<file path="config.mk">
export PLATFORM = sky130hd
export DESIGN_NAME = cacheController
export DESIGN_NICKNAME = d
export VERILOG_FILES = /design/src/common/cachePkg.sv /design/src/cache/cacheController.sv
export SDC_FILE = /design/constraint.sdc
export NUM_CORES = 1
export LEC_CHECK = 0
export BUFFER_PORTS_ARGS = -buffer_cell sky130_fd_sc_hd__buf_2
export CAP_MARGIN = 30
export CORE_AREA = 2 2 530 532
export CTS_CLUSTER_SIZE = 20
export DETAILED_ROUTE_END_ITERATION = 7
export DIE_AREA = 0 0 532 534
export GPL_ROUTABILITY_DRIVEN = 1
export PLACE_DENSITY_LB_ADDON = 0.12
export SLEW_MARGIN = 25
export SYNTH_ARGS = -nofsm -noshare
export SYNTH_HDL_FRONTEND = slang
export SYNTH_SLANG_ARGS = --single-unit
</file>
<file path="constraint.sdc">
create_clock -name clk -period 16.75 [get_ports clk]
set_input_delay 3.35 -clock clk [delete_from_list [all_inputs] [get_ports clk]]
set_output_delay 3.35 -clock clk [all_outputs]
set_load 0.05 [all_outputs]
</file>
<file path="src/common/cachePkg.sv">
// shared cache types; geometry fixed at 32-bit words, 2 ways, 64 sets, 64-byte lines
package cachePkg;

	// geometry
	localparam int addrWidth = 32;
	localparam int wordWidth = 32;
	localparam int numSets = 64;
	localparam int numWays = 2;
	localparam int wordsPerLine = 16;
	localparam int offsetBits = 6; // byte offset within a line
	localparam int indexBits = 6;
	localparam int tagBits = addrWidth - indexBits - offsetBits;
	localparam int lineWidth = wordsPerLine * wordWidth;
	localparam int wordSelBits = $clog2(wordsPerLine);
	localparam int byteSelBits = offsetBits - wordSelBits;

	// address fields, msb first
	typedef struct packed {
		logic [tagBits-1:0] tag;
		logic [indexBits-1:0] index;
		logic [wordSelBits-1:0] wordSel;
		logic [byteSelBits-1:0] byteSel;
	} addrParts_t;

	typedef enum logic {
		opRead,
		opWrite
	} cpuOp_t;

	// one cpu access
	typedef struct packed {
		cpuOp_t op;
		logic [addrWidth-1:0] addr;
		logic [wordWidth-1:0] wdata; // ignored on reads
	} cpuReq_t;

	// line-aligned address with full line payload, fill or write-back
	typedef struct packed {
		logic [addrWidth-1:0] addr;
		logic [lineWidth-1:0] line;
	} memLine_t;

	// miss handling
	typedef enum logic [1:0] {
		stIdle,
		stWriteBack,
		stFill
	} ctrlState_t;

	typedef logic way_t;

endpackage

</file>
<file path="src/cache/cacheController.sv">
// miss FSM; req ignored while busy or under inval, inval only honoured when not busy
`timescale 1ns/1ps

module cacheController (
	input logic clk,
	input logic reset,
	// cpu side
	input logic req,
	input cachePkg::cpuReq_t cpuReq,
	output logic busy,
	output logic respValid,
	output logic [cachePkg::wordWidth-1:0] rdata,
	input logic inval,
	input logic [cachePkg::addrWidth-1:0] invalAddr,
	// tag store
	output logic [cachePkg::addrWidth-1:0] lookupAddr,
	input logic hit,
	input cachePkg::way_t hitWay,
	input cachePkg::way_t victimWay,
	input logic victimDirty,
	input logic [cachePkg::tagBits-1:0] victimTag,
	output logic touch,
	output logic setDirty,
	output logic fillEn,
	output logic invalEn,
	output cachePkg::way_t wayOut,
	// data store
	output logic wordWe,
	output logic lineWe,
	output logic [cachePkg::wordWidth-1:0] wdata,
	input logic [cachePkg::wordWidth-1:0] wordRd,
	input logic [cachePkg::lineWidth-1:0] victimLine,
	// memory
	output logic fillReq,
	output logic [cachePkg::addrWidth-1:0] fillAddr,
	input logic fillValid,
	output logic wbReq,
	output cachePkg::memLine_t wbLine,
	input logic wbDone
);
	import cachePkg::*;

	ctrlState_t state;
	cpuReq_t held; // accepted request, replayed after a fill
	addrParts_t heldParts;
	logic pending;
	logic accept;
	logic lookup;
	way_t victimReg;

	assign heldParts = addrParts_t'(held.addr);

	assign busy = pending || (state != stIdle);
	assign invalEn = inval && !busy; // wins over req
	assign accept = req && !busy && !inval;
	assign lookup = pending && (state == stIdle);

	assign lookupAddr = invalEn ? invalAddr : held.addr;

	// hit: word access and LRU update in the lookup cycle
	assign touch = lookup && hit;
	assign setDirty = touch && (held.op == opWrite);
	assign wordWe = setDirty;
	assign wdata = held.wdata;

	// fill writes tag and line into the latched victim way
	assign fillEn = (state == stFill) && fillValid;
	assign lineWe = fillEn;

	always_comb begin
		if (state == stFill)
			wayOut = victimReg;
		else if (hit)
			wayOut = hitWay;
		else
			wayOut = victimWay; // miss lookup reads out the victim line
	end

	always_ff @(posedge clk) begin
		if (reset) begin
			state <= stIdle;
			pending <= 1'b0;
			respValid <= 1'b0;
			fillReq <= 1'b0;
			wbReq <= 1'b0;
		end else begin
			respValid <= 1'b0;
			fillReq <= 1'b0;
			wbReq <= 1'b0;
			case (state)
				stIdle: begin
					if (accept) begin
						pending <= 1'b1;
					end else if (lookup) begin
						if (hit) begin
							respValid <= 1'b1;
							pending <= 1'b0;
						end else if (victimDirty) begin
							wbReq <= 1'b1;
							state <= stWriteBack;
						end else begin
							fillReq <= 1'b1;
							state <= stFill;
						end
					end
				end
				stWriteBack: begin
					if (wbDone) begin
						fillReq <= 1'b1;
						state <= stFill;
					end
				end
				stFill: begin
					if (fillValid)
						state <= stIdle; // pending still set, replays as a hit
				end
				default: state <= stIdle;
			endcase
		end
	end

	// payload registers
	always_ff @(posedge clk) begin
		if (accept)
			held <= cpuReq;
		if (lookup) begin
			rdata <= wordRd;
			victimReg <= victimWay;
			fillAddr <= {heldParts.tag, heldParts.index, {offsetBits{1'b0}}};
			// old line goes back to its own address
			wbLine.addr <= {victimTag, heldParts.index, {offsetBits{1'b0}}};
			wbLine.line <= victimLine;
		end
	end

endmodule

</file>
Word level (Yosys, flattened, before mapping). Cells that the tools add are included. W data, S select, Z words.

$add $sub $neg: 0. Multipliers: 0. Div/mod/pow operators: 0. Magnitude comparators: 0. Equal/unequal tests: 7. Shift operators: 0. Mux-type cells: 21. Bitwise operators: 2. Reductions and logical operators: 18.

Operators with widths (number): $mux W32 (1); $mux W1 (12); $mux W2 (6); $ne A2 B2 Y1 const B (5); $logic_and A1 B1 Y1 (7); $pmux W2 S3 (1); $reduce_bool A2 Y1 (3); $reduce_and A5 Y1 (1); $reduce_or A5 Y1 (1); $reduce_or A4 Y1 (1); $reduce_and A3 Y1 (1); $eq A2 B1 Y1 const B (1); $eq A2 B2 Y1 const B (1); $logic_not A1 Y1 (2); $logic_not A2 Y1 (1); $not A1 Y1 (2); $pmux W1 S2 (1); $logic_or A1 B1 Y1 (1).

Bits in registers: 668. Bits in latches: 0. Memory bits (writable): 0. Memory bits (read-only): 0. Bits of input ports: 671. Output and inout port bits: 683. Logic and storage cells: 61. Memories: 0.

Depth between registers and ports, before layout.
Word-level depth: 7. Depth in mapped cells: 5. Mapped depth without buffers: 3.

Worst setup path before layout. No wires, ideal clock.

Path type: reg-to-reg. From: register state[0]. To: register fillAddr[12] in the netlist's numbering (enable). Setup time: 0.938 ns. Arrival time: 12.041 ns. Data required time: 15.812 ns. Slack: 3.770 ns. Stages on the path, launching flop included: 5. Path buffers: 1. Clock period less this slack: 12.980 ns. Cell sequence: dfxtp_1 > buf_6 > nor2_1 > nand2_1 > inv_1.

Longest elaborated chain between the ends: 2.

Ends and longest elaborated chain: start, declared (line cacheController.sv:43) `ctrlState_t state;`; start signal, assigned (line cacheController.sv:81) `state <= stIdle;`; start signal, assigned (line cacheController.sv:100) `state <= stWriteBack;`; start signal, assigned (line cacheController.sv:103) `state <= stFill;`; $logic_not A2 Y1 (line cacheController.sv:56) `assign lookup = pending && (state == stIdle);`; $logic_and A1 B1 Y1 (line cacheController.sv:56); end signal, assigned (line cacheController.sv:129) `fillAddr <= {heldParts.tag, heldParts.index, {offsetBits{1'b0}}};`; end, declared (line cacheController.sv:35) `output logic [cachePkg::addrWidth-1:0] fillAddr,`.

Every way passes these cells. A chain may end at the register's enable or synchronous reset.

Final worst setup path.
From: input inval. To: output lookupAddr[26] in the netlist's numbering.

Longest elaborated chain between the ends: 2.

Ends and longest elaborated chain: start, declared (line cacheController.sv:13) `input logic inval,`; $logic_and A1 B1 Y1 (line cacheController.sv:54) `assign invalEn = inval && !busy;`; $mux W32 (line cacheController.sv:58) `assign lookupAddr = invalEn ? invalAddr : held.addr;`; end, declared (line cacheController.sv:16) `output logic [cachePkg::addrWidth-1:0] lookupAddr,`.

Every way passes these cells.

==> impl_metrics.py <==
metrics = {
    "outcome": {
        "status": "finished, final reports clean",
    },
    "floorplan": {
        "core-area_um2": 278400,
        "ios": 1354,
        "die_x_um": 532,
        "die_h_um": 534,
        "die_area_um2": 284100,
        "rows": 194,
        "initial_core_util": 0.07526,
    },
    "global_routing": {
        "grt_pass1_vias": 14967,
        "track_usage": 0.1059,
        "antenna_found_initial": 187,
        "grt_pass1_wl_um": 189900,
        "grt_max_degree": 117,
        "overflow": 0,
    },
    "detailed_routing": {
        "avgViaCountPerCell": 2.408,
        "drtPass1Iterations": 5,
        "drc": 0,
        "routed_wl_um": 155600,
        "postRouteAntennaNets": 0,
        "initialDrtViolationCount": 741,
        "num_vias": 14496,
        "routedWlPerCell_um": 25.86,
    },
    "clocking": {
        "cts_tree": "done",
        "clock_path_buffers": 4,
        "clk_pin_slew_worst_paths_ns": 0.05,
        "root_buffer": "clkbuf_16",
        "cts_max_level": 3,
        "cts_made_buffers": 101,
        "cts_setup_buffers": 0,
        "hold_buffers": 0,
        "ctsResizeCount": 0,
        "worstSkewPairLatency_ns": 0.82,
        "cts.sink_count": 662,
    },
    "setup_path": {
        "critPathKind": "input pin to primary output",
        "cp_slowest_cell": "nor2_8",
        "r2r_cells": 6,
        "crit_top_cell": "buf_2",
        "crit_arrival_ns": 4.99,
        "crit_required_ns": 13.40,
        "crit_path_max_fanout": 17,
        "cp-start-kind": "input pin",
        "end_kind": "primary output",
        "path_delay_family": "buffers and inverters",
        "r2r-end": "wbLine[21]$_DFFE_PN_",
        "cp_slowest_stage_delay_ns": 0.47,
        "r2r-start": "state[0]$_SDFFE_PP0P_",
        "cp_num_buf_inv": 4,
        "worstPathCellList": "buf_2 > inv_1 > nor2_8 > buf_12 > mux2_2 > buf_2",
        "reg2reg_slack_ns": 12.80,
    },
    "synth": {
        "yosysTopAreaCell": "edfxtp_1",
        "syn_area_per_cell_um2": 26.90,
        "ys_seq_area_frac": 0.9458,
        "synth.ff_latch_count": 662,
        "synthTopCellsByArea": "edfxtp_1 (94%), mux2_4 (2.1%), buf_4 (1.9%)",
        "yosysUniqueCellTypes": 29,
        "synthDominantCellAreaShare": 0.9401,
        "netlist_area_um2": 20950,
        "ys.warnings.count": 0,
        "syn_inst": 779,
    },
    "power": {
        "p_seq_frac": 0.424,
        "p_switching_uw": 1303,
        "p_clk_frac": 0.464,
        "leakagePower_uw": 0.01333,
        "swShare": 0.2853,
        "p_int_uw": 3265,
        "peakVddDrop_mv": 0.06607,
        "p_per_area_nw_per_um2": 129.5,
        "comb_power_share": 0.113,
    },
    "timing": {
        "finalSetupViolations": 0,
        "layout_setup_ws_ns": 8.406,
        "skew_ns": 0.05573,
        "relSlewSlack": 0.3987,
        "hold_viol_final": 0,
        "holdWs_ns": 0.4770,
        "tightest_slew_ns": 0.9020,
        "drv_slew": 0,
        "rsz0062_at_grt": "false",
        "setup_tns_ns": 0,
        "fmax_mhz": 119.8,
        "layout_min_cycle_time_ns": 8.344,
        "post-route-period-util": 0.4982,
    },
    "layout": {
        "layout_common_cells": "buf_2 (1,341), edfxtp_1 (656), clkbuf_16 (101), mux2_4 (29), clkinv_1 (19)",
        "finalNonFillerCells": 6019,
        "layout_commonest_cell": "buf_2",
        "drive_gt1_frac": 0.6778,
        "fin_nets": 2861,
        "fillers": 31495,
        "area_growth_pct": 68.36,
    },
    "placed_design": {
        "place_inst": 5811,
        "place_ws_ns": 8.342,
        "hpwl_um": 131300,
        "gp_congestion": 0.8225,
        "port_buffers": 1341,
    },
    "hold_path": {
        "holdPathEnd": "fillAddr[28]$_DFFE_PN_",
        "holdPathStages": 0,
        "holdCritStartpoint": "heldParts[28]$_DFFE_PP_",
        "min_path_type": "flop to flop",
    },
    "flow_run": {
        "drv_cap": 0,
    },
}
## power by group through the flow
stage          logic [uW]  registers (uW)  clock network (uW)
2_1_floorplan         106            2200                   0
3_3_place_gp          533            1970                   0
3_5_place_dp          531            1970                   0
4_1_cts               531            1940                2250
5_1_grt               545            1940                2300
6_report              514            1930                2120
## area by class of cell
class                      instances  area (um^2)  share of cell area
timing repair buffer            1353         6827              0.1935
multi-input combinational         70        711.9             0.02018
inverter                           2        15.01           0.0004256
clock buffer                     117         2587             0.07334
sequential                       662        19820              0.5618
clock inverter                    62        586.8             0.01663
antenna                           29        72.57            0.002057
tap                             3724         4659              0.1321
## cell usage after synthesis, drive strengths merged
master / number
edfxtp: 656
buf: 56
mux2: 33
dfxtp: 6
nor2: 3
and2: 2
inv: 2
nand2: 2
nor3: 2
nor4b: 2
a21boi: 1
a21oi: 1
a31oi: 1
and2b: 1
and3: 1
conb: 1
mux2i: 1
nand3b: 1
nor2b: 1
nor3b: 1
nor4: 1
o21ai: 1
o21ba: 1
o41ai: 1
or3: 1
## layer usage
metal / up-vias / wire (um) / global-route usage
li1: 5956 / - / -
met1: 6861 / 59420 / 0.1196
met2: 1266 / 66820 / 0.1611
met3: 353 / 25330 / 0.07625
met4: 60 / 3647 / 0.02100
met5: - / 412 / 0
## worst register-to-register path, cell delays in order (launching register included)
cell	delay, ns
dfxtp_1	0.39
nor2_1	0.19
nand2_1	0.18
inv_8	0.40
buf_4	0.74
buf_12	0.54
buf_4	1.10
## sequential cells by signal, summed over array words and instances (netlist names)
register and flops:
fillAddr 20, fillReq 1, held 1, heldParts 32
pending 1, rdata 32, respValid 1, state 2
victimReg 1, wbLine 538, wbReq 1, wdata 32
## cell families after synthesis
logic type,synth area share
buffers and inverters,0.02239
AOI/OAI and AO/OA,0.002030
DFF,0.9458
other,0.0001790
muxes,0.02341
and+or+nand+nor,0.006152
## stage by stage
stage,utilization,instance area [um^2],power [uW]
floorplan,-,21000,2311
finish,0.1267,35280,4568
global placement,0.1150,32010,2505
detailed placement,0.1151,32030,2502
CTS,0.1265,35210,4719
global route,0.1265,35210,4787
## how the worst max path moves through the flow
stage,from,end,slack [ns],cells past startpoint
final,inval,lookupAddr[26],8.41,6
after global routing,inval,lookupAddr[26],8.36,6
after CTS,inval,lookupAddr[26],8.34,6
after detailed placement,inval,lookupAddr[26],8.34,6
after global placement,inval,lookupAddr[26],8.19,5
after floorplan,state[0]$_SDFFE_PP0P_,fillAddr[12]$_DFFE_PN_,3.77,4
(Power assumes the default switching activity.)
